## src/source/cache_pkg.sv

```systemverilog
// memory hierarchy shared types

package cache_pkg;

	// ------------------------------------------------------------
	// address and data
	// ------------------------------------------------------------

	// word addressable, same width as the external port
	typedef logic [23:0] addr_t;
	typedef logic [31:0] word_t;

	// ------------------------------------------------------------
	// req/done port pair
	// ------------------------------------------------------------

	// requester side, held stable until done
	typedef struct packed {
		logic  valid;
		logic  rw;	// 1 = write
		addr_t addr;
		word_t data;
	} mem_req_t;

	// responder side, data valid with done
	typedef struct packed {
		logic  done;
		word_t data;
	} mem_rsp_t;

	// ------------------------------------------------------------
	// control encodings
	// ------------------------------------------------------------

	// cache FSM
	typedef enum logic [1:0] {
		IDLE       = 2'd0,
		LOOKUP     = 2'd1,
		MISS_WAIT  = 2'd2,
		WRITE_WAIT = 2'd3
	} cache_state_e;

	// owner of the shared L2 port
	typedef enum logic {
		SRC_INST = 1'b0,
		SRC_DATA = 1'b1
	} req_src_e;

	// bit positions in exception_o
	typedef enum logic [0:0] {
		EXC_ADDR_RANGE  = 1'b0,
		EXC_MEM_TIMEOUT = 1'b1
	} exc_e;

endpackage
```

## src/source/l1_cache.sv

```systemverilog
// L1 cache, direct mapped, write through

module l1_cache #(
	parameter int LINES = 16
) (
	input  logic                clock_i,
	input  logic                rst_i,
	input  cache_pkg::mem_req_t core_req_i,
	output cache_pkg::mem_rsp_t core_rsp_o,
	output cache_pkg::mem_req_t miss_req_o,
	input  cache_pkg::mem_rsp_t miss_rsp_i,
	output logic [31:0]         hit_count_o
);

	localparam int ADDR_W  = $bits(cache_pkg::addr_t);
	localparam int INDEX_W = $clog2(LINES);
	localparam int TAG_W   = ADDR_W - INDEX_W;

	// line storage, one word per line
	logic [LINES-1:0]  line_valid_q;
	logic [TAG_W-1:0]  line_tag_q [LINES];
	cache_pkg::word_t  line_data_q [LINES];

	cache_pkg::cache_state_e state_q, state_d;
	logic [31:0] hit_count_q;

	logic [INDEX_W-1:0] index;
	logic [TAG_W-1:0]   tag;
	logic               tag_match;
	logic               read_hit;
	logic               fill_en;
	logic               update_en;

	assign index     = core_req_i.addr[INDEX_W-1:0];
	assign tag       = core_req_i.addr[ADDR_W-1:INDEX_W];
	assign tag_match = line_valid_q[index] && (line_tag_q[index] == tag);
	assign read_hit  = (state_q == cache_pkg::LOOKUP) && !core_req_i.rw && tag_match;
	assign fill_en   = (state_q == cache_pkg::MISS_WAIT) && miss_rsp_i.done;
	// write only refreshes a line that is already there
	assign update_en = (state_q == cache_pkg::WRITE_WAIT) && miss_rsp_i.done && tag_match;

	// ------------------------------------------------------------
	// FSM
	// ------------------------------------------------------------
	always_comb begin
		state_d = state_q;
		case (state_q)
			cache_pkg::IDLE: begin
				if (core_req_i.valid) begin
					state_d = cache_pkg::LOOKUP;
				end
			end
			cache_pkg::LOOKUP: begin
				if (core_req_i.rw) begin
					state_d = cache_pkg::WRITE_WAIT;
				end else if (!tag_match) begin
					state_d = cache_pkg::MISS_WAIT;
				end else begin
					state_d = cache_pkg::IDLE;
				end
			end
			cache_pkg::MISS_WAIT, cache_pkg::WRITE_WAIT: begin
				if (miss_rsp_i.done) begin
					state_d = cache_pkg::IDLE;
				end
			end
			default: state_d = cache_pkg::IDLE;
		endcase
	end

	always_ff @(posedge clock_i) begin
		if (rst_i) begin
			state_q      <= cache_pkg::IDLE;
			hit_count_q  <= '0;
			line_valid_q <= '0;
		end else begin
			state_q <= state_d;
			if (read_hit) begin
				hit_count_q <= hit_count_q + 32'd1;
			end
			if (fill_en) begin
				line_valid_q[index] <= 1'b1;
			end
		end
	end

	always_ff @(posedge clock_i) begin
		if (fill_en) begin
			line_tag_q[index]  <= tag;
			line_data_q[index] <= miss_rsp_i.data;
		end else if (update_en) begin
			line_data_q[index] <= core_req_i.data;
		end
	end

	// ------------------------------------------------------------
	// ports
	// ------------------------------------------------------------
	always_comb begin
		core_rsp_o = '0;
		if (read_hit) begin
			core_rsp_o.done = 1'b1;
			core_rsp_o.data = line_data_q[index];
		end else if (state_q == cache_pkg::MISS_WAIT || state_q == cache_pkg::WRITE_WAIT) begin
			core_rsp_o = miss_rsp_i;
		end
	end

	// forwarded request follows the held core request
	always_comb begin
		miss_req_o       = core_req_i;
		miss_req_o.valid = (state_q == cache_pkg::MISS_WAIT) || (state_q == cache_pkg::WRITE_WAIT);
	end

	assign hit_count_o = hit_count_q;

	a_addr_stable: assert property (@(posedge clock_i) disable iff (rst_i)
		(core_req_i.valid && !core_rsp_o.done) |=> $stable(core_req_i.addr));

endmodule

```

## config.mk

```make
export PLATFORM = sky130hd
export DESIGN_NAME = l1_cache
export DESIGN_NICKNAME = d
export VERILOG_FILES = /design/src/source/cache_pkg.sv /design/src/source/l1_cache.sv
export SDC_FILE = /design/constraint.sdc
export NUM_CORES = 1
export LEC_CHECK = 0
export ABC_CLOCK_PERIOD_IN_PS = 8300
export BUFFER_PORTS_ARGS = -buffer_cell sky130_fd_sc_hd__buf_2
export CAP_MARGIN = 30
export CORE_MARGIN = 5
export CORE_UTILIZATION = 40
export DETAILED_ROUTE_END_ITERATION = 16
export GPL_TIMING_DRIVEN = 1
export PLACE_DENSITY = 0.57
export SETUP_SLACK_MARGIN = 0.2
export SLEW_MARGIN = 15
export SYNTH_ARGS = -nofsm -noshare
export SYNTH_HDL_FRONTEND = slang
export SYNTH_SLANG_ARGS = --single-unit
export TNS_END_PERCENT = 1
```

## constraint.sdc

```tcl
create_clock -name clock_i -period 8.3 [get_ports clock_i]
set_input_delay 1.66 -clock clock_i [delete_from_list [all_inputs] [get_ports clock_i]]
set_output_delay 1.66 -clock clock_i [all_outputs]
set_load 0.1 [all_outputs]
```

==> impl_metrics.json <==
{
  "status": "finished, final reports clean",
  "worst_setup_path_end_kind": "primary output",
  "leakage_nw": 13.47,
  "antenna_found_initial": 0,
  "drc_errors": 0,
  "firstDrtPassIters": 5,
  "clk_path_buf_depth": 3,
  "drt-wirelength-per-cell_um": 26.34,
  "die_y_um": 309.4,
  "syn-num-nets": 1951,
  "hp-class": "flop to flop",
  "n_fill_cell": 7470,
  "synth_ff_type": "edfxtp_1",
  "fin_util_pct": 46.43,
  "grt_max_degree": 77,
  "final_max_slew_viol_count": 0,
  "min_path_cells": 2,
  "powerDensity_mw_per_mm2": 234.3,
  "async_flop_share_pct": 0,
  "die_w_um": 309.4,
  "vias_per_cell": 5.585,
  "relSlewSlack_pct": 41.40,
  "ys_types": 65,
  "grtUsageTotal_pct": 18.13,
  "drive_above_1_share_pct": 33.13,
  "cts_buffers": 94,
  "coreArea_mm2": 0.08865,
  "hold_viol_final": 0,
  "grt_pass1_vias": 19550,
  "die-area_mm2": 0.09571,
  "period_needed_ns": 7.454,
  "ir_drop_uv": 152.9,
  "max-cap-violations": 0,
  "clock_skew_ns": 0.02666,
  "finalWorstSetupSlack_ns": 0.8458,
  "ios": 216,
  "cp_max_fo": 40,
  "synth_area_per_cell_um2": 19.30,
  "area_growth_pct": 14.81,
  "rr_worst_depth": 10,
  "finalInstanceArea_mm2": 0.04116,
  "worstMarginPinSlew_ns": 0.8781,
  "dp_hpwl_mm": 48.67,
  "yosysWarningCount": 0,
  "synth_most_common_cell": "edfxtp_1",
  "required_ns": 6.64,
  "fin_nets": 2157,
  "crit_arrival_ns": 5.79,
  "synth.area.top_cells": "edfxtp_1 70%, mux4_2 14%, dfxtp_1 2.8%",
  "max_freq_mhz": 134.2,
  "cts_sinks": 882,
  "netlist_instances": 1857,
  "synth_edf_count": 832,
  "finalSetupViolations": 0,
  "placed_cell_area_mm2": 0.03812,
  "synth.top_cells.by_count": "832 x edfxtp_1, 218 x mux4_2, 66 x buf_4",
  "place_congestion": 0.7905,
  "ys_seq_elements": 882,
  "rows": 109,
  "htreeDepth": 3,
  "first_iter_violations": 1613,
  "overflow": 0,
  "cts_tree": "done",
  "start_util_pct": 40.44,
  "finalCritPeriodShare_pct": 89.81,
  "fin_setup_tns_ns": 0,
  "syn-cell-area_mm2": 0.03585,
  "post_cts_buffers": 0,
  "synth_top_area_cell": "edfxtp_1",
  "crit_type": "input pin to primary output",
  "worst_setup_path_start_kind": "input pin",
  "vias": 18480,
  "pre_cts_slack_ns": 0.8285,
  "io_buffers": 215,
  "cts-hold-fix-buffers": 0,
  "finalWirelength_mm": 87.16,
  "ys_seq_area_share_pct": 72.48,
  "antenna_left": 0,
  "clock_latency_ns": 0.65,
  "grt_pass1_wl_mm": 128.2,
  "root_buffer": "clkbuf_16",
  "cts_resized": 0,
  "rsz0062_at_grt": "no",
  "synth_top_area_share_pct": 69.69,
  "clkSlewWorstSetupHoldPaths_ns": 0.06
}
[cells by family after synthesis]
kind of cell             count (synthesis)  synth area share (%)
adder cells (fa/ha/maj)                  1               0.03490
AND/OR/NAND/NOR                        262                 3.689
flip-flops                             882                 72.48
multiplexers                           326                 17.14
buffers and inverters                  200                 3.127
AO/OA/AOI/OAI                          164                 2.988
XOR/XNOR                                22                0.5375
[cell usage in the layout (no fill, tap or decap), types with 18 or more instances in the layout]
| cell | n |
|---|---|
| buf_2 | 203 |
| mux4_2 | 218 |
| or3_1 | 22 |
| nor2_1 | 47 |
| dfxtp_1 | 49 |
| a21oi_1 | 31 |
| inv_1 | 42 |
| clkbuf_16 | 94 |
| clkinv_2 | 18 |
| clkbuf_1 | 21 |
| buf_4 | 51 |
| nand2_1 | 64 |
| o21ai_0 | 54 |
| clkinv_1 | 22 |
| mux2i_1 | 57 |
| edfxtp_1 | 832 |
| nand3_1 | 19 |
| mux2_2 | 44 |
[worst paths after layout]
kind | start | endpoint | slack, ns
worst min register to register | line_valid_q[15] | line_valid_q[15] | 0.48
worst min-delay path | line_valid_q[15] | line_valid_q[15] | 0.48
worst max register to register | line_tag_q[15][17] | hit_count_o[28] | 4.13
worst max-delay path | core_req_i[35] | core_rsp_o[32] | 0.85
[stage by stage]
stage	instances	hold WS, ns	total power [mW]
3_5_place_dp	3132	0.4596	5.611
2_1_floorplan	1857	0.4348	5.441
4_1_cts	3308	0.4735	9.747
6_report	3309	0.4751	9.642
5_1_grt	3308	0.4982	9.959
3_3_place_gp	3131	0.4444	5.601
[final cells by class]
| class | instances | area [um2] | area share, % |
|---|---|---|---|
| multi-input combinational | 775 | 8869 | 21.55 |
| tap | 1165 | 1458 | 3.541 |
| clock inverter | 59 | 583.1 | 1.417 |
| clock buffer | 117 | 2459 | 5.973 |
| timing repair buffer | 266 | 1637 | 3.976 |
| sequential | 882 | 25990 | 63.14 |
| inverter | 44 | 166.4 | 0.4043 |
| antenna | 1 | 2.502 | 0.006080 |
[sequential cells by signal, indices dropped and copies added (netlist names)]
signal / cells
line_tag_q: 320
line_data_q: 512
hit_count_o: 32
line_valid_q: 16
state_q: 2
[power breakdown]
group          internal (mW)  switching, mW
logic                  0.197          0.435
registers               4.87        0.00367
clock network           2.44           1.69
total                   7.52           2.13
[worst max-delay path: stages]
cell and delay, ns:
buf_4 0.48, buf_12 0.32, nand2b_1 0.22, a211oi_1 0.09, o311a_1 0.39, nor4_1 0.62
nand3_1 0.14, or3_1 0.40, or3_4 0.64, nand2_1 0.28, buf_2 0.47
[metal layers]
metal | share of wire, % | track usage, % | vias to the layer above | routed length, um
li1 | - | - | 7937 | -
met1 | 42 | 24.55 | 9882 | 36540
met2 | 51 | 31.13 | 530 | 44180
met3 | 5.0 | 2.451 | 133 | 4360
met4 | 2.4 | 5.158 | 0 | 2089
met5 | 0 | 0 | - | 0
Power figures use the tool's default switching activity.
