`src/source/cache_pkg.sv`:
```
// memory hierarchy shared types

package cache_pkg;

	// ------------------------------------------------------------
	// address and data
	// ------------------------------------------------------------

	// word addressable, same width as the external port
	typedef logic [23:0] addr_t;
	typedef logic [31:0] word_t;

	// ------------------------------------------------------------
	// req/done port pair
	// ------------------------------------------------------------

	// requester side, held stable until done
	typedef struct packed {
		logic  valid;
		logic  rw;	// 1 = write
		addr_t addr;
		word_t data;
	} mem_req_t;

	// responder side, data valid with done
	typedef struct packed {
		logic  done;
		word_t data;
	} mem_rsp_t;

	// ------------------------------------------------------------
	// control encodings
	// ------------------------------------------------------------

	// cache FSM
	typedef enum logic [1:0] {
		IDLE       = 2'd0,
		LOOKUP     = 2'd1,
		MISS_WAIT  = 2'd2,
		WRITE_WAIT = 2'd3
	} cache_state_e;

	// owner of the shared L2 port
	typedef enum logic {
		SRC_INST = 1'b0,
		SRC_DATA = 1'b1
	} req_src_e;

	// bit positions in exception_o
	typedef enum logic [0:0] {
		EXC_ADDR_RANGE  = 1'b0,
		EXC_MEM_TIMEOUT = 1'b1
	} exc_e;

endpackage
```
`src/source/miss_arbiter.sv`:
```
// L1 miss arbiter, data port first

module miss_arbiter (
	input  logic                clock_i,
	input  logic                rst_i,
	input  cache_pkg::mem_req_t inst_req_i,
	output cache_pkg::mem_rsp_t inst_rsp_o,
	input  cache_pkg::mem_req_t data_req_i,
	output cache_pkg::mem_rsp_t data_rsp_o,
	output cache_pkg::mem_req_t l2_req_o,
	input  cache_pkg::mem_rsp_t l2_rsp_i
);

	logic                busy_q;
	cache_pkg::req_src_e owner_q;
	cache_pkg::req_src_e grant_src;

	// ------------------------------------------------------------
	// grant
	// ------------------------------------------------------------

	// locked to the owner while a request is in flight
	always_comb begin
		if (busy_q) begin
			grant_src = owner_q;
		end else if (data_req_i.valid) begin
			grant_src = cache_pkg::SRC_DATA;
		end else begin
			grant_src = cache_pkg::SRC_INST;
		end
	end

	always_ff @(posedge clock_i) begin
		if (rst_i) begin
			busy_q  <= 1'b0;
			owner_q <= cache_pkg::SRC_INST;
		end else if (!busy_q) begin
			owner_q <= grant_src;
			busy_q  <= l2_req_o.valid && !l2_rsp_i.done;
		end else if (l2_rsp_i.done) begin
			busy_q <= 1'b0;
		end
	end

	// ------------------------------------------------------------
	// routing
	// ------------------------------------------------------------
	assign l2_req_o = (grant_src == cache_pkg::SRC_DATA) ? data_req_i : inst_req_i;

	// only the owner sees done and data
	always_comb begin
		inst_rsp_o = '0;
		data_rsp_o = '0;
		if (grant_src == cache_pkg::SRC_DATA) begin
			data_rsp_o = l2_rsp_i;
		end else begin
			inst_rsp_o = l2_rsp_i;
		end
	end

	// done reaches exactly one port, and that port is requesting
	a_single_owner: assert property (@(posedge clock_i) disable iff (rst_i)
		l2_rsp_i.done |-> $onehot({inst_rsp_o.done, data_rsp_o.done})
			&& ((grant_src == cache_pkg::SRC_DATA) ? data_req_i.valid : inst_req_i.valid));

endmodule

```
`config.mk`:
```
export PLATFORM = sky130hd
export DESIGN_NAME = miss_arbiter
export DESIGN_NICKNAME = d
export VERILOG_FILES = /design/src/source/cache_pkg.sv /design/src/source/miss_arbiter.sv
export SDC_FILE = /design/constraint.sdc
export NUM_CORES = 1
export LEC_CHECK = 0
export BUFFER_PORTS_ARGS = -buffer_cell sky130_fd_sc_hd__buf_2
export CAP_MARGIN = 20
export CORE_AREA = 2 2 106 108
export CTS_CLUSTER_DIAMETER = 30
export DETAILED_ROUTE_END_ITERATION = 16
export DIE_AREA = 0 0 108 110
export GPL_ROUTABILITY_DRIVEN = 0
export PLACE_DENSITY = 0.51
export SLEW_MARGIN = 20
export SYNTH_ARGS = -nofsm -noshare
export SYNTH_HDL_FRONTEND = slang
export SYNTH_SLANG_ARGS = --single-unit
```
`constraint.sdc`:
```
create_clock -name clock_i -period 1.5 [get_ports clock_i]
set_input_delay 0.15 -clock clock_i [delete_from_list [all_inputs] [get_ports clock_i]]
set_output_delay 0.15 -clock clock_i [all_outputs]
set_load 0.02 [all_outputs]
```
==> metrics.md, run 1 <==
| Metric | Value |
|---|---|
| Status | complete, but fails checks |
| Failing checks | negative setup slack |
| Die Ht | 110 um |
| Final setup viols | 123 |
| Synth top area share | 50.6% |
| Setup TNS | -27700 ps |
| Crit path largest cell delay | 340 ps |
| Die area | 11900 um2 |
| Hold Path End | busy_q |
| Seq. cell area | 41.3 um2 |
| Number of buffers added on ports | 274 |
| Initial antenna violation count | 0 |
| Register share of total power | 2.7% |
| Pleak | 2.38 nW |
| Vias in the first global route | 2087 |
| Row count | 38 |
| Slew @ Worst Pin | 204 ps |
| Post-synth design cell area | 1270 um2 |
| Drt first pass iters | 4 |
| Psw | 0.888 mW |
| CTS tree | done |
| Hold Path Stages | 2 |
| Clock network latency to the later pin of the worst-skew pair | 210 ps |
| Total Routing Usage GR | 10.3% |
| CP Buf/Inv Count | 3 |
| Slowest-stage cell, CP | dfxtp_2 |
| Max-slew violations | 0 |
| H-tree levels | 1 |
| Final WL | 9.14 mm |
| Max frequency | 553 MHz |
| Vias per inst | 3.97 |
| Final Core Density | 40.3% |
| Sequential area share after synthesis | 3.16% |
| DR DRC count | 0 |
| Syn Area/Cell | 8.75 um2 |
| Int Pwr | 1.36 mW |
| Min-delay src | rst_i |
| IR Drop Worst-Case VDD | 0.277 mV |
| Area of the multi-input gates | 1460 um2 |
| Synth-to-Final Area Change | 240% |
| Synth area leaders | mux2_2 (51%), and2_1 (16%), nor2b_1 (16%), clkbuf_8 (4.3%), dfxtp_1 (3.2%) |
| Most common cell on crit path | buf_6 |
| Remaining Overflow, GRT | 0 |
| Yosys cell types | 14 |
| Final WS setup | -308 ps |
| RR Endpoint | owner_q |
| Commonest non-fill, non-tap cells in the layout | buf_2 (165), buf_6 (104), mux2_4 (54) |
| CP delay by family, top | multiplexers |
| Die Wd | 108 um |
| Tot Pwr | 2.25 mW |
| Worst reg2reg path startpoint | busy_q |
| CTS Sinks | 2 |
| Critical path class | reg -> out |
| Mapped Nets | 296 |
| Unrepaired setup endpoints after global routing | yes |
| Tmin final | 1810 ps |
| Seq cells post-synth | 2 |
| Sw frac | 39.4% |
| # diodes | 0 |
| Clk slew on worst S/H paths | 30 ps |
| Worst Path Max Fanout | 7 |
| Power per cell area | 523 nW/um2 |
| Fillers | 1024 |
| Max cap viols | 0 |
| Worst-path cell chain | mux2i_4 -> buf_6 -> clkbuf_16 -> mux2_4 -> buf_6 |
| Worst Hold Class | in -> reg |
| Fin crit share | 121% |
| Most common cell after layout, fill and taps aside | buf_2 |
| Largest net degree at the start of global routing | 24 |
| CTS Buf Count | 3 |
| IO Count | 275 |
| Fin Clk Skew | 2.20 ps |
| # nets final | 593 |
| Share of cells above drive strength 1 | 92.5% |
| CTS Buffer Depth | 2 |
| Iter 0 DRT Violations | 37 |
| Antenna-violating nets left | 0 |
| First-pass GRT wire length | 9.72 mm |
| Logic pwr share | 87.9% |
| Cts hold-fix bufs | 0 |
| Critical path arrival | 1660 ps |
| Post-synth top area cell | mux2_2 |
| CTS root buffer | clkbuf_8 |
| Yosys warning count | 0 |
| Starting Density | 11.9% |
| Startpoint Class | flip-flop |
| Reg2Reg Depth | 7 |
| Final Hold Viols | 0 |
| Dpl hpwl | 5.52 mm |
| Core area | 10700 um2 |
| DR vias | 2303 |
| Post-Syn Instances | 145 |
| Setup crit end kind | output port |
| Rel. slew slack | 86.1% |
| R2R Setup Slk | 100 ps |
| Worst hold slack | 112 ps |
| Clk network pwr share | 9.4% |
| Req. time, crit path | 1350 ps |
| DR WL/cell | 15.8 um |
==> power by group through the flow <==
stage,clock (mW),combinational [mW],sequential [mW]
2_1_floorplan,0,0.723,0.0617
3_3_place_gp,0,1.18,0.0619
3_5_place_dp,0,1.19,0.0618
4_1_cts,0.216,1.49,0.0612
5_1_grt,0.222,2.07,0.0615
6_report,0.212,1.98,0.0611
==> how the worst max path moves through the flow <==
stage,cells past startpoint,from,to,slack [ps]
CTS,5,busy_q,l2_req_o[9],-320
global placement,4,busy_q,l2_req_o[47],-100
finish,5,busy_q,l2_req_o[32],-310
floorplan,3,busy_q,l2_req_o[10],50
global route,5,busy_q,l2_req_o[52],-370
detailed placement,4,busy_q,l2_req_o[47],-100
==> metrics by stage <==
stage	cell area (um2)	setup slack, ps	cells
after floorplan	1270	47.8	145
after global placement	2780	-95.4	553
after detailed placement	2780	-103	553
after CTS	3380	-315	571
after global routing	4310	-365	580
final	4310	-308	580
==> routing by layer <==
layer / share of wire [%] / up-vias / GRT usage (%)
li1: - / 1086 / -
met5: 0 / - / 0
met1: 36 / 1051 / 11.1
met2: 55 / 164 / 21.1
met4: 0.15 / 0 / 1.19
met3: 8.8 / 2 / 1.94
==> cells by family (layout without fill, tap and decap cells) <==
| group | after synthesis | count (layout) | synth area share (%) |
|---|---|---|---|
| flops | 2 | 2 | 3.16 |
| mux | 59 | 59 | 53.2 |
| buf+inv | 13 | 308 | 9.27 |
| compound gates | 1 | 1 | 0.394 |
| simple gates | 70 | 70 | 34.0 |
==> sequential cells by signal (all words and copies together), names as in the netlist <==
| signal | flops |
|---|---|
| busy_q | 1 |
| owner_q | 1 |
==> cell type report <==
| cell class | count | share of cell area (%) |
|---|---|---|
| tap | 140 | 4.07 |
| timing repair buffer | 305 | 60.0 |
| sequential | 2 | 0.958 |
| clock buffer | 3 | 0.958 |
| multi-input combinational | 130 | 34.0 |
==> synth_stat cells <==
library cell	n
mux2i_1	1
buf_6	2
and2b_1	1
mux2i_4	1
nor2_1	2
nor2b_1	32
dfxtp_1	2
nor3_1	2
a21oi_1	1
mux2_2	57
and2_1	33
buf_4	2
buf_2	5
clkbuf_8	4
==> timing repair <==
| item | CTS | global route |
|---|---|---|
| pin swaps | 13 | 14 |
| setup buffers | 8 | 4 |
| gates resized for setup | 106 | 228 |
| cloned | 7 | 7 |
| endpoints found under the setup margin | 123 | 123 |
Power figures use the tool's default switching activity.
==> run 2: changes to the inputs <==
Settings changed: ABC_AREA set to 1, CORE_AREA 2 2 106 108 to 2 2 107 109, DIE_AREA 0 0 108 110 to 0 0 109 111, PLACE_DENSITY 0.51 to 0.52.
==> metrics.md, run 2 <==
| Metric | Value |
|---|---|
| Min-delay src | rst_i |
| Fin crit share | 98.6% |
| Pleak | 2.30 nW |
| Tmin final | 1480 ps |
| Count leader, synth | nand3_1 |
| Post-Layout Cell Count | 731 |
| Synth top area share | 40.1% |
| Most common cell after layout, fill and taps aside | buf_2 |
| Power per cell area | 558 nW/um2 |
| Post-synth design cell area | 1440 um2 |
| Setup Slack @ Placement | 136 ps |
| DR WL/cell | 13.2 um |
| RR Endpoint | owner_q |
| Yosys cell types | 11 |
| Worst reg2reg path startpoint | busy_q |
| Inst Count DP | 718 |
| Initial antenna violation count | 0 |
| Seq cells post-synth | 2 |
| Final WL | 9.64 mm |
| Sequential area share after synthesis | 2.79% |
| Commonest non-fill, non-tap cells in the layout | buf_2 (227), nand3_1 (115), nand2_1 (59) |
| Vias per inst | 4.24 |
| Row count | 39 |
| Max cap viols | 0 |
| Starting Density | 13.0% |
| Post-Syn Instances | 318 |
| Post-synth top area cell | nand3_1 |
| Slew @ Worst Pin | 207 ps |
| Most common cell on crit path | nand2_8 |
| Yosys warning count | 0 |
| Iter 0 DRT Violations | 227 |
| Setup crit end kind | output port |
| Crit path largest cell delay | 360 ps |
| Core area | 11100 um2 |
| Top Registers | busy_q (1), owner_q (1) |
| CTS Buffer Depth | 2 |
| Number of buffers added on ports | 274 |
| Die area | 12100 um2 |
| Max-slew violations | 0 |
| Fin Clk Skew | 2.94 ps |
| Critical path class | reg -> out |
| CTS Sinks | 2 |
| Clock network latency to the later pin of the worst-skew pair | 220 ps |
| Worst-path cell chain | inv_6 -> nand2_8 -> nand2_8 -> inv_8 -> clkbuf_16 -> nor2_2 -> buf_6 |
| Final setup viols | 0 |
| Post-synth top cells | nand3_1 (115), nor2_1 (69), nand2_1 (61) |
| Unrepaired setup endpoints after global routing | yes |
| Max frequency | 676 MHz |
| Setup TNS | 0 ps |
| Worst Path Max Fanout | 8 |
| Critical Path Source | busy_q |
| Startpoint Class | flip-flop |
| Final Hold Viols | 0 |
| Critical path arrival | 1330 ps |
| Req. time, crit path | 1350 ps |
| Share of cells above drive strength 1 | 57.3% |
| Hold Path Stages | 2 |
| CTS root buffer | clkbuf_16 |
| DR DRC count | 0 |
| Final WS setup | 21.3 ps |
| Hold Path End | owner_q |
| Remaining Overflow, GRT | 0 |
| Largest net degree at the start of global routing | 48 |
| CTS Buf Count | 3 |
| Dpl hpwl | 6.25 mm |
| IR Drop Worst-Case VDD | 0.493 mV |
| Worst Hold Class | in -> reg |
| Drt first pass iters | 4 |
| Cts hold-fix bufs | 0 |
| DR vias | 3101 |
| # diodes | 0 |
| Worst hold slack | 105 ps |
| Die Wd | 109 um |
| Vias in the first global route | 2508 |
| R2R Setup Slk | 430 ps |
| Reg2Reg Depth | 6 |
| H-tree levels | 1 |
| Mapped Nets | 469 |
| Asr flop ratio synth | 0% |
| Slowest-stage cell, CP | dfxtp_4 |
| Synth-to-Final Area Change | 154% |
| Post-synth top flop | dfxtp_1 |
| Rel. slew slack | 86.1% |
| First-pass GRT wire length | 11.3 mm |
| Syn Area/Cell | 4.51 um2 |
| Final Core Density | 32.8% |
| Status | finished, final reports clean |
| CTS tree | done |
| Antenna-violating nets left | 0 |
| Die Ht | 111 um |
| IO Count | 275 |
| EDFF count, synth | 0 |
| Synth area leaders | nand3_1 (40%), nor2_1 (18%), nand2_1 (16%), inv_1 (9.2%), buf_4 (5.2%) |
| # nets final | 741 |
| Total Routing Usage GR | 11.6% |
| Clk slew on worst S/H paths | 30 ps |
## run 2: changes by cell type in the layout (fill, tap and decap cells not counted), sizes merged, moves of 9 or more
cell / delta
nor2b: -32
inv: +37
and2: -33
nand2: +64
nor2: +67
buf: -9
mux2: -57
nand3: +115
## run 2: layout make-up
cell class,count,area (um2)
clock buffers,3,75.1
fillers,1193,7440
inverters,37,151
multi-input cells,249,1240
flip-flops and latches,2,45.0
well taps,143,179
repair buffers,297,1950
## run 2: routing by layer
metal | up-vias | share of wire [%] | GRT usage, %
met4 | 0 | 1.0 | 2.82
met5 | - | 0 | 0
met1 | 1357 | 38 | 12.3
li1 | 1547 | - | -
met2 | 191 | 52 | 23.3
met3 | 6 | 9.0 | 1.29
## run 2: stage by stage
| step | power (mW) | area [um2] |
|---|---|---|
| floorplan | 0.833 | 1440 |
| global placement | 1.41 | 3020 |
| detailed placement | 1.40 | 3020 |
| CTS | 1.82 | 3120 |
| global route | 2.17 | 3640 |
| finish | 2.03 | 3640 |
## run 2: power breakdown
group | total [mW] | leakage (nW) | switching [mW] | internal, mW
clock network | 0.399 | 0.0370 | 0.0601 | 0.339
logic | 1.57 | 2.25 | 0.901 | 0.669
registers | 0.0627 | 0.0175 | 0.00587 | 0.0568
## run 2: cell families (layout without fill, tap and decap cells)
group,Yosys count,after routing,share of synthesized area [%]
and+or+nand+nor,249,249,75.9
buffers and inverters,67,337,21.4
DFF,2,2,2.79
## run 2: critical path, delay by kind of cell, from the launching register on
family	cells	cell delay [ps]
buffers and inverters	4	440
DFF	1	360
and+or+nand+nor	3	300
## run 2: repair_timing
| action | in CTS | in global routing |
|---|---|---|
| cloned | 0 | 8 |
| buffers inserted | 2 | 0 |
| pin swaps | 1 | 1 |
| resized for setup | 4 | 107 |
| setup endpoints to repair | 87 | 96 |
## run 2: how the worst max path moves through the flow
stage	end	slack (ps)
after floorplan	data_rsp_o[10]	280
final	data_rsp_o[21]	20
after CTS	data_rsp_o[19]	2
after global routing	data_rsp_o[21]	-50
after detailed placement	data_rsp_o[15]	140
after global placement	data_rsp_o[19]	140
