`src/source/cache_pkg.sv`:
```
// memory hierarchy shared types

package cache_pkg;

	// ------------------------------------------------------------
	// address and data
	// ------------------------------------------------------------

	// word addressable, same width as the external port
	typedef logic [23:0] addr_t;
	typedef logic [31:0] word_t;

	// ------------------------------------------------------------
	// req/done port pair
	// ------------------------------------------------------------

	// requester side, held stable until done
	typedef struct packed {
		logic  valid;
		logic  rw;	// 1 = write
		addr_t addr;
		word_t data;
	} mem_req_t;

	// responder side, data valid with done
	typedef struct packed {
		logic  done;
		word_t data;
	} mem_rsp_t;

	// ------------------------------------------------------------
	// control encodings
	// ------------------------------------------------------------

	// cache FSM
	typedef enum logic [1:0] {
		IDLE       = 2'd0,
		LOOKUP     = 2'd1,
		MISS_WAIT  = 2'd2,
		WRITE_WAIT = 2'd3
	} cache_state_e;

	// owner of the shared L2 port
	typedef enum logic {
		SRC_INST = 1'b0,
		SRC_DATA = 1'b1
	} req_src_e;

	// bit positions in exception_o
	typedef enum logic [0:0] {
		EXC_ADDR_RANGE  = 1'b0,
		EXC_MEM_TIMEOUT = 1'b1
	} exc_e;

endpackage
```
`src/source/ext_mem_controller.sv`:
```
// external memory controller

module ext_mem_controller #(
	parameter int MEM_WORDS   = 4096,
	parameter int MEM_TIMEOUT = 64
) (
	input  logic                clock_i,
	input  logic                rst_i,
	input  cache_pkg::mem_req_t l2_req_i,
	output cache_pkg::mem_rsp_t l2_rsp_o,
	output logic                range_err_o,
	output logic                mem_req_o,
	output logic                mem_rw_o,
	output cache_pkg::addr_t    mem_add_o,
	output cache_pkg::word_t    mem_data_o,
	input  cache_pkg::word_t    mem_data_i,
	input  logic                mem_done_i,
	output logic [1:0]          exception_o
);

	localparam int TIMER_W = $clog2(MEM_TIMEOUT + 1);

	logic                active_q;
	logic [TIMER_W-1:0]  timer_q;
	cache_pkg::mem_rsp_t rsp_q;
	logic                range_err_q;
	logic [1:0]          exc_q;
	logic                out_of_range;

	assign out_of_range = {8'd0, l2_req_i.addr} >= 32'(MEM_WORDS);

	always_ff @(posedge clock_i) begin
		if (rst_i) begin
			active_q    <= 1'b0;
			timer_q     <= '0;
			rsp_q       <= '0;
			range_err_q <= 1'b0;
			exc_q       <= '0;
		end else begin
			rsp_q.done  <= 1'b0;
			range_err_q <= 1'b0;
			// the done cycle still shows the old request
			if (!active_q && l2_req_i.valid && !rsp_q.done) begin
				if (out_of_range) begin
					rsp_q       <= '{done: 1'b1, data: '0};
					range_err_q <= 1'b1;
					exc_q[cache_pkg::EXC_ADDR_RANGE] <= 1'b1;
				end else begin
					active_q <= 1'b1;
					timer_q  <= '0;
				end
			end else if (active_q) begin
				if (mem_done_i) begin
					active_q <= 1'b0;
					rsp_q    <= '{done: 1'b1, data: mem_data_i};
				end else if (timer_q == TIMER_W'(MEM_TIMEOUT - 1)) begin
					// give up on the memory
					active_q <= 1'b0;
					rsp_q    <= '{done: 1'b1, data: '0};
					exc_q[cache_pkg::EXC_MEM_TIMEOUT] <= 1'b1;
				end else begin
					timer_q <= timer_q + 1'b1;
				end
			end
		end
	end

	assign l2_rsp_o    = rsp_q;
	assign range_err_o = range_err_q;
	assign exception_o = exc_q;

	// pins follow the held L2 request
	assign mem_req_o  = active_q;
	assign mem_rw_o   = l2_req_i.rw;
	assign mem_add_o  = l2_req_i.addr;
	assign mem_data_o = l2_req_i.data;

	a_no_bad_mem_req: assert property (@(posedge clock_i) disable iff (rst_i)
		mem_req_o |-> !out_of_range);

endmodule

```
`config.mk`:
```
export PLATFORM = sky130hd
export DESIGN_NAME = ext_mem_controller
export DESIGN_NICKNAME = d
export VERILOG_FILES = /design/src/source/cache_pkg.sv /design/src/source/ext_mem_controller.sv
export SDC_FILE = /design/constraint.sdc
export NUM_CORES = 1
export LEC_CHECK = 0
export BUFFER_PORTS_ARGS = -buffer_cell sky130_fd_sc_hd__buf_4
export CORE_MARGIN = 3
export CORE_UTILIZATION = 37
export DETAILED_ROUTE_END_ITERATION = 16
export PLACE_DENSITY = 0.8
export SLEW_MARGIN = 25
export SYNTH_ARGS = -nofsm -noshare
export SYNTH_HDL_FRONTEND = slang
export SYNTH_SLANG_ARGS = --single-unit
```
`constraint.sdc`:
```
create_clock -name clock_i -period 2.06 [get_ports clock_i]
set_clock_uncertainty 0.15 [all_clocks]
set_input_delay 0.309 -clock clock_i [delete_from_list [all_inputs] [get_ports clock_i]]
set_output_delay 0.309 -clock clock_i [all_outputs]
set_load 0.02 [all_outputs]
```
==> flow_summary.yaml, run 1 <==
grt:
  grt_pass1_vias: 1570
  antenna_found_initial: 0
  grtUsageTotal: 0.151
  grt_max_degree: 30
  grt_pass1_wl_um: 7450
  overflow: 0
synthesis:
  synth-async-reset-ratio: 0
  yosysWarnings: 0
  synth_ff_type: "dfxtp_1"
  ys_types: 32
  seq_area_frac_synth: 0.429
  syn_area_um2: 2050
  synth_top_area_share: 0.429
  yosys.area.top_type: "dfxtp_1"
  synth.area.top_cells: "dfxtp_1 (43%), buf_4 (21%), a22o_1 (14%)"
  syn_inst: 191
  synth-edff-count: 0
  synthTopCellsByCount: "buf_4 (57), dfxtp_1 (44), a22o_1 (32)"
  synth_fp_nets: 285
  synth.avg_cell_area_um2: 10.8
  yosysMostFrequentCell: "buf_4"
  synth_seq_cells: 44
die:
  die_h_um: 80.5
  rows: 26
  core_area_um2: 5240
  start_util: 0.392
  die_area_um2: 6480
  die_w_um: 80.5
  num_io_pins: 187
sta:
  min_period_over_period: 0.924
  worst_pin_slew_ps: 626
  fin_crit_ps: 1900
  rsz0062_at_grt: "false"
  setup_viol: 0
  hold_viol: 0
  fmax_mhz: 525
  relSlewSlack: 0.581
  drv_slew: 0
pwr:
  power_density_nw_per_um2: 585
  worst_ir_drop_vdd_uv: 217
  cellLeakagePower_nw: 1.17
  power_w: 0.00152
clocking:
  root_buffer: "clkbuf_8"
  cts_tree: "done"
  htreeDepth: 2
  clk_latency_ps: 280
  cts_max_path_buffers: 2
  cts_sinks: 44
  cts_buffers: 5
  cts_hold_buf: 0
  clk_pin_slew_ps: 80
setup_path:
  cp-end-kind: "register"
  worst-path-max-fanout: 8
  start_kind: "register"
  crit_family: "compound AO/OA/AOI/OAI gates"
  worstPathCellList: "ha_1, nand3_2, buf_4, o31ai_4, o21ai_2, a311oi_1"
  cp_num_buf_inv: 1
  critPathKind: "register to register"
  cp_data_required_time_ps: 2090
  worstPathArrival_ps: 1940
  crit_path_max_incr_delay_ps: 390
  cp_slowest_cell: "dfxtp_1"
final_layout:
  antenna_cells: 0
  drive_gt1_frac: 0.529
  fill_cells: 472
  areaGrowthSynthToFinish_pct: 26.8
  post-route-util: 0.497
  nets: 338
placement:
  portBuffers: 96
  hpwl_um: 3620
  place.gp.congestion: 0.728
route:
  ant_nets: 0
  wl_per_cell_um: 15.9
  drtIter0Drc: 42
  drt-pass1-iter-count: 4
  remaining_drc_errors: 0
  vias: 1571
  drt_wl_total_um: 5000
  vias_per_cell: 5.00
worst_hold_path:
  hold_class: "input port to register"
outcome:
  outcome: "completed"
run:
  drv_cap: 0
[final cells by class]
type	instances	area, µm²	share of cell area
Clock inverter	1	5.00	0.00192
Inverter	3	11.3	0.00432
Timing Repair Buffer	109	843	0.324
Multi-Input combinational cell	81	704	0.270
Sequential cell	44	881	0.338
Tap cell	70	87.6	0.0336
Clock buffer	6	72.6	0.0279
[final timing paths]
kind	depth (start not counted)	end	slack (ps)	start
min	2	l2_rsp_o[22]$_SDFFE_PP0P_	80	mem_data_i[22]
max	6	timer_q[2]$_SDFFE_PP0P_	160	timer_q[0]$_SDFFE_PP0P_
max reg2reg	6	timer_q[2]$_SDFFE_PP0P_	160	timer_q[0]$_SDFFE_PP0P_
min reg2reg	1	l2_rsp_o[3]$_SDFFE_PP0P_	330	l2_rsp_o[3]$_SDFFE_PP0P_
[repair_timing]
item	4_1_cts	5_1_grt
endpoints found under the hold margin	0	0
endpoints found under the setup margin	32	22
cloned	1	0
resized for setup	1	0
pin swaps	1	3
setup buffers	0	3
[metrics by stage]
| stage | hold slack, ps | setup TNS (ps) | setup slack, ps | instance area [µm²] | instances |
|---|---|---|---|---|---|
| finish | 84.3 | 0 | 156 | 2610 | 314 |
| global route | 68.5 | 0 | 41.4 | 2610 | 314 |
| CTS | 68.6 | 0 | 79.1 | 2570 | 311 |
| detailed placement | 308 | -10490 | -341 | 2480 | 303 |
| global placement | 307 | -6950 | -230 | 2480 | 303 |
| floorplan | 292 | 0 | 316 | 2050 | 191 |
[report_power, final]
part | total [W] | internal, W | switching, W | leakage [nW]
Sequential | 0.000856 | 0.000854 | 0.00000222 | 0.355
Combinational | 0.000179 | 0.0000997 | 0.0000797 | 0.777
Clock | 0.000488 | 0.000230 | 0.000258 | 0.0410
[registers in the layout, indices dropped and copies added (netlist names)]
name,cells
exception_o,2
l2_rsp_o,33
range_err_o,1
mem_req_o,1
timer_q,7
[logic make-up after synthesis]
family                     Yosys count  synth area share
and+or+nand+nor                     29             0.105
buffers and inverters               67             0.238
DFF                                 44             0.429
AOI/OAI and AO/OA                   50             0.223
adders and majority gates            1           0.00609
[placed cells by master (no fill, tap or decap)]
cell | Yosys | layout
nand3_2 | 1 | 1
or3_1 | 1 | 1
clkbuf_8 | 0 | 5
buf_4 | 57 | 107
nor4_4 | 3 | 3
nor2_2 | 0 | 1
o22ai_1 | 1 | 1
or2_2 | 1 | 1
clkbuf_1 | 4 | 1
a41oi_1 | 1 | 1
a22o_1 | 32 | 32
o21ba_2 | 1 | 1
o32ai_1 | 1 | 1
inv_1 | 3 | 3
clkinv_2 | 0 | 1
dfxtp_1 | 44 | 44
o21ai_2 | 1 | 1
a21oi_1 | 3 | 3
a31oi_4 | 1 | 1
a311oi_1 | 3 | 3
nand2_1 | 5 | 5
o21ai_0 | 3 | 3
nor3_1 | 1 | 1
and2b_1 | 1 | 1
or3b_4 | 1 | 1
nor2b_1 | 2 | 2
ha_1 | 1 | 1
o31ai_4 | 1 | 1
buf_12 | 0 | 2
nor3_4 | 1 | 2
nor2_1 | 6 | 5
o41ai_4 | 1 | 1
nand2b_1 | 4 | 4
a211o_1 | 1 | 1
nand3_1 | 2 | 2
[layer usage]
metal	part of all wire	global-route usage
met1	0.36	0.166
met2	0.49	0.257
met3	0.12	0.0437
met4	0.032	0.0828
met5	0	0
(Power assumes the default switching activity.)
==> run 2: changes to the inputs <==
--- a/config.mk
+++ b/config.mk
@@ -10,6 +10,7 @@
 export CORE_UTILIZATION = 37
 export DETAILED_ROUTE_END_ITERATION = 16
 export PLACE_DENSITY = 0.8
+export REMOVE_ABC_BUFFERS = 1
 export SLEW_MARGIN = 25
 export SYNTH_ARGS = -nofsm -noshare
 export SYNTH_HDL_FRONTEND = slang
==> flow_summary.yaml, run 2 (same netlist as run 1, synthesis figures left out) <==
clocking:
  cts_buffers: 5
  cts_sinks: 44
  htreeDepth: 2
  clk_pin_slew_ps: 90
  root_buffer: "clkbuf_8"
  cts_tree: "done"
  cts_max_path_buffers: 2
  cts_hold_buf: 0
  clk_latency_ps: 290
sta:
  drv_slew: 0
  relSlewSlack: 0.767
  rsz0062_at_grt: "false"
  fmax_mhz: 526
  fin_crit_ps: 1900
  min_period_over_period: 0.923
  tns_ps: 0
  hold_viol: 0
  worst_pin_slew_ps: 348
  setup_viol: 0
route:
  vias_per_cell: 5.17
  wl_per_cell_um: 21.6
  vias: 1608
  remaining_drc_errors: 0
  drtIter0Drc: 56
  ant_nets: 0
  drt-pass1-iter-count: 4
  drt_wl_total_um: 6730
setup_path:
  cp-end-kind: "register"
  worstPathArrival_ps: 1940
  cp_slowest_cell: "o41ai_4"
  crit_family: "compound AO/OA/AOI/OAI gates"
  critPathKind: "register to register"
  start_kind: "register"
  worstPathCellList: "ha_2, nand3_2, o41ai_4, nor3_4, buf_6, a22o_1"
  cp_num_buf_inv: 1
  cp_data_required_time_ps: 2100
  crit_path_max_incr_delay_ps: 430
  worst-path-max-fanout: 20
pwr:
  power_density_nw_per_um2: 604
  cellLeakagePower_nw: 1.15
  power_w: 0.00156
  worst_ir_drop_vdd_uv: 278
die:
  die_h_um: 80.5
  start_util: 0.392
  die_area_um2: 6480
  core_area_um2: 5240
  die_w_um: 80.5
  num_io_pins: 187
  rows: 26
placement:
  portBuffers: 96
  hpwl_um: 5180
  place.gp.congestion: 0.823
grt:
  grt_max_degree: 33
  grtUsageTotal: 0.207
  grt_pass1_wl_um: 9880
  antenna_found_initial: 0
  grt_pass1_vias: 1729
  overflow: 0
worst_hold_path:
  hold_class: "input port to register"
final_layout:
  drive_gt1_frac: 0.531
  antenna_cells: 0
  nets: 334
  largest_reg_flops: 33
  fill_cells: 475
  areaGrowthSynthToFinish_pct: 25.5
  final_common_cell: "buf_4"
  mostFrequentLayoutCells: "buf_4 (104), dfxtp_1 (44), a22o_1 (32)"
  post-route-util: 0.492
outcome:
  outcome: "completed"
run:
  drv_cap: 0
[run 2: metal layers]
layer / global-route usage / vias up / routed length (µm)
met2: 0.258 / 149 / 2620
li1: - / 719 / -
met5: 0.0909 / - / 0
met3: 0.180 / 7 / 1340
met1: 0.252 / 733 / 2700
met4: 0.0490 / 0 / 59
[run 2: final cells by class]
type / instances / area (µm²) / share of cell area
sequential: 44 / 881 / 0.342
tap: 70 / 87.6 / 0.0340
clock inverter: 3 / 18.8 / 0.00728
timing repair buffer: 106 / 812 / 0.315
multi-input combinational: 80 / 698 / 0.271
clock buffer: 5 / 68.8 / 0.0267
inverter: 3 / 11.3 / 0.00437
[run 2: repair_timing]
item | CTS | global route
setup endpoints to repair | 0 | 6
resized for setup | 0 | 2
setup buffers | 0 | 4
[run 2: worst paths after layout]
check | to | slack [ps] | cells past startpoint | from
min reg2reg | l2_rsp_o[1]$_SDFFE_PP0P_ | 330 | 1 | l2_rsp_o[1]$_SDFFE_PP0P_
max | l2_rsp_o[4]$_SDFFE_PP0P_ | 160 | 6 | timer_q[0]$_SDFFE_PP0P_
min | l2_rsp_o[0]$_SDFFE_PP0P_ | 70 | 2 | mem_data_i[0]
max reg2reg | l2_rsp_o[4]$_SDFFE_PP0P_ | 160 | 6 | timer_q[0]$_SDFFE_PP0P_
[run 2: through the flow]
stage | cells | setup WS (ps) | hold WS [ps] | cell area [µm²]
2_1_floorplan | 127 | -135 | 231 | 1580
3_3_place_gp | 298 | -288 | 309 | 2430
3_5_place_dp | 299 | -22.7 | 308 | 2440
4_1_cts | 307 | 69.9 | 67.9 | 2520
5_1_grt | 311 | 42.5 | 63.2 | 2580
6_report | 311 | 158 | 74.6 | 2580
[run 2: worst register-to-register path, cell delays in order (launching register included)]
cell	delay (ps)
dfxtp_1	380
ha_2	230
nand3_2	120
o41ai_4	430
nor3_4	110
buf_6	190
a22o_1	190
[run 2: power breakdown]
group | internal (W) | total (W) | switching, W
Sequential | 0.000853 | 0.000855 | 0.00000201
Clock | 0.000236 | 0.000526 | 0.000289
Combinational | 0.000100 | 0.000177 | 0.0000768
==> run 3: changes to the inputs <==
--- a/config.mk
+++ b/config.mk
@@ -6,10 +6,12 @@
 export NUM_CORES = 1
 export LEC_CHECK = 0
 export BUFFER_PORTS_ARGS = -buffer_cell sky130_fd_sc_hd__buf_4
+export CELL_PAD_IN_SITES_DETAIL_PLACEMENT = 0
+export CELL_PAD_IN_SITES_GLOBAL_PLACEMENT = 2
 export CORE_MARGIN = 3
-export CORE_UTILIZATION = 37
+export CORE_UTILIZATION = 19
 export DETAILED_ROUTE_END_ITERATION = 16
-export PLACE_DENSITY = 0.8
+export PLACE_DENSITY_LB_ADDON = 0.1
 export REMOVE_ABC_BUFFERS = 1
 export SLEW_MARGIN = 25
 export SYNTH_ARGS = -nofsm -noshare
==> flow_summary.yaml, run 3 (same netlist as run 1, synthesis figures left out) <==
outcome:
  outcome: "completed"
clocking:
  clk_pin_slew_ps: 90
  cts_sinks: 44
  cts_hold_buf: 0
  cts-resized-gates: 0
  root_buffer: "clkbuf_8"
  htreeDepth: 2
  postCtsSetupBuffers: 0
  clk_latency_ps: 290
  cts_buffers: 5
  cts_tree: "done"
  cts_max_path_buffers: 2
die:
  die_h_um: 110
  start_util: 0.197
  num_io_pins: 187
  rows: 37
  core_area_um2: 10400
  die_w_um: 110
  die_area_um2: 12100
pwr:
  power_density_nw_per_um2: 657
  power_w: 0.00175
  worst_ir_drop_vdd_uv: 265
  cellLeakagePower_nw: 1.16
sta:
  worst_pin_slew_ps: 385
  setup_viol: 0
  fmax_mhz: 522
  fin_crit_ps: 1910
  drv_slew: 0
  min_period_over_period: 0.929
  hold_viol: 0
  relSlewSlack: 0.743
  tns_ps: 0
  setup_ws_ps: 146
  finalHoldWorstSlack_ps: 78.0
  rsz0062_at_grt: "false"
placement:
  dp.cells: 365
  place.gp.congestion: 0.639
  portBuffers: 96
  place_ws_ps: 162
  hpwl_um: 5650
setup_path:
  worst-path-max-fanout: 32
  cp-end-kind: "register"
  cp_data_required_time_ps: 2090
  worstPathCellList: "ha_1, nand3_2, o41ai_4, nor3_4, buf_12, a22o_1"
  crit_path_max_incr_delay_ps: 390
  start_kind: "register"
  rr_startpoint: "timer_q[0]$_SDFFE_PP0P_"
  cp_slowest_cell: "dfxtp_1"
  worstPathArrival_ps: 1950
  critPathKind: "register to register"
  critPathLaunch: "timer_q[0]$_SDFFE_PP0P_"
worst_hold_path:
  holdCritStartpoint: "mem_data_i[1]"
  hold_class: "input port to register"
grt:
  grt_pass1_wl_um: 10200
  grt_pass1_vias: 1598
  antenna_found_initial: 0
  overflow: 0
  grtUsageTotal: 0.119
  grt_max_degree: 33
final_layout:
  antenna_cells: 0
  nets: 330
  drive_gt1_frac: 0.519
  fin_cells: 373
  final_common_cell: "buf_4"
  largest_reg_flops: 33
  mostFrequentLayoutCells: "buf_4 (100), dfxtp_1 (44), a22o_1 (32)"
  fill_cells: 1127
  areaGrowthSynthToFinish_pct: 29.8
route:
  drtIter0Drc: 46
  wl_per_cell_um: 19.5
  vias: 1542
  ant_nets: 0
  remaining_drc_errors: 0
  drt-pass1-iter-count: 4
  vias_per_cell: 4.13
  drt_wl_total_um: 7280
run:
  drv_cap: 0
==> run 3: cell types whose count changed in the layout (fill, tap and decap cells not counted), sizes merged <==
cell,previous run,this run
buf,106,102
bufinv,0,1
clkbuf,5,7
clkinv,3,0
==> run 3: per-layer routing <==
metal | up-vias | GRT usage | part of all wire
met5 | - | 0.103 | 0.019
met4 | 4 | 0.0258 | 0.0060
met3 | 6 | 0.126 | 0.20
met2 | 122 | 0.123 | 0.36
met1 | 701 | 0.150 | 0.41
li1 | 709 | - | -
==> run 3: final timing paths <==
path                                             endpoint  slack (ps)  depth (start not counted)
worst max-delay path             l2_rsp_o[6]$_SDFFE_PP0P_         150                          6
worst min register to register  l2_rsp_o[31]$_SDFFE_PP0P_         330                          1
worst max register to register   l2_rsp_o[6]$_SDFFE_PP0P_         150                          6
worst min-delay path             l2_rsp_o[1]$_SDFFE_PP0P_          80                          2
==> run 3: power breakdown <==
part           internal [W]  switching (W)
logic             0.0000929      0.0000765
registers          0.000853     0.00000177
clock network      0.000428       0.000299
==> run 3: final cells by class <==
type	count	area [µm²]	share of cell area
flip-flops and latches	44	881	0.330
repair buffers	102	791	0.296
multi-input cells	80	688	0.258
clock inverters	1	30.0	0.0113
well taps	136	170	0.0638
clock buffers	7	96.3	0.0361
inverters	3	11.3	0.00422
==> run 3: per-stage QoR <==
step | area, µm² | utilization
floorplan | 1580 | -
finish | 2670 | 0.256
CTS | 2670 | 0.256
global route | 2670 | 0.256
detailed placement | 2540 | 0.244
global placement | 2540 | 0.244
==> run 3: critical path: cells and delay by family (launching register included) <==
family | cells | cell delay (ps)
flops | 1 | 390
fa+ha+maj | 1 | 250
buf+inv | 1 | 170
compound gates | 2 | 580
simple gates | 2 | 250
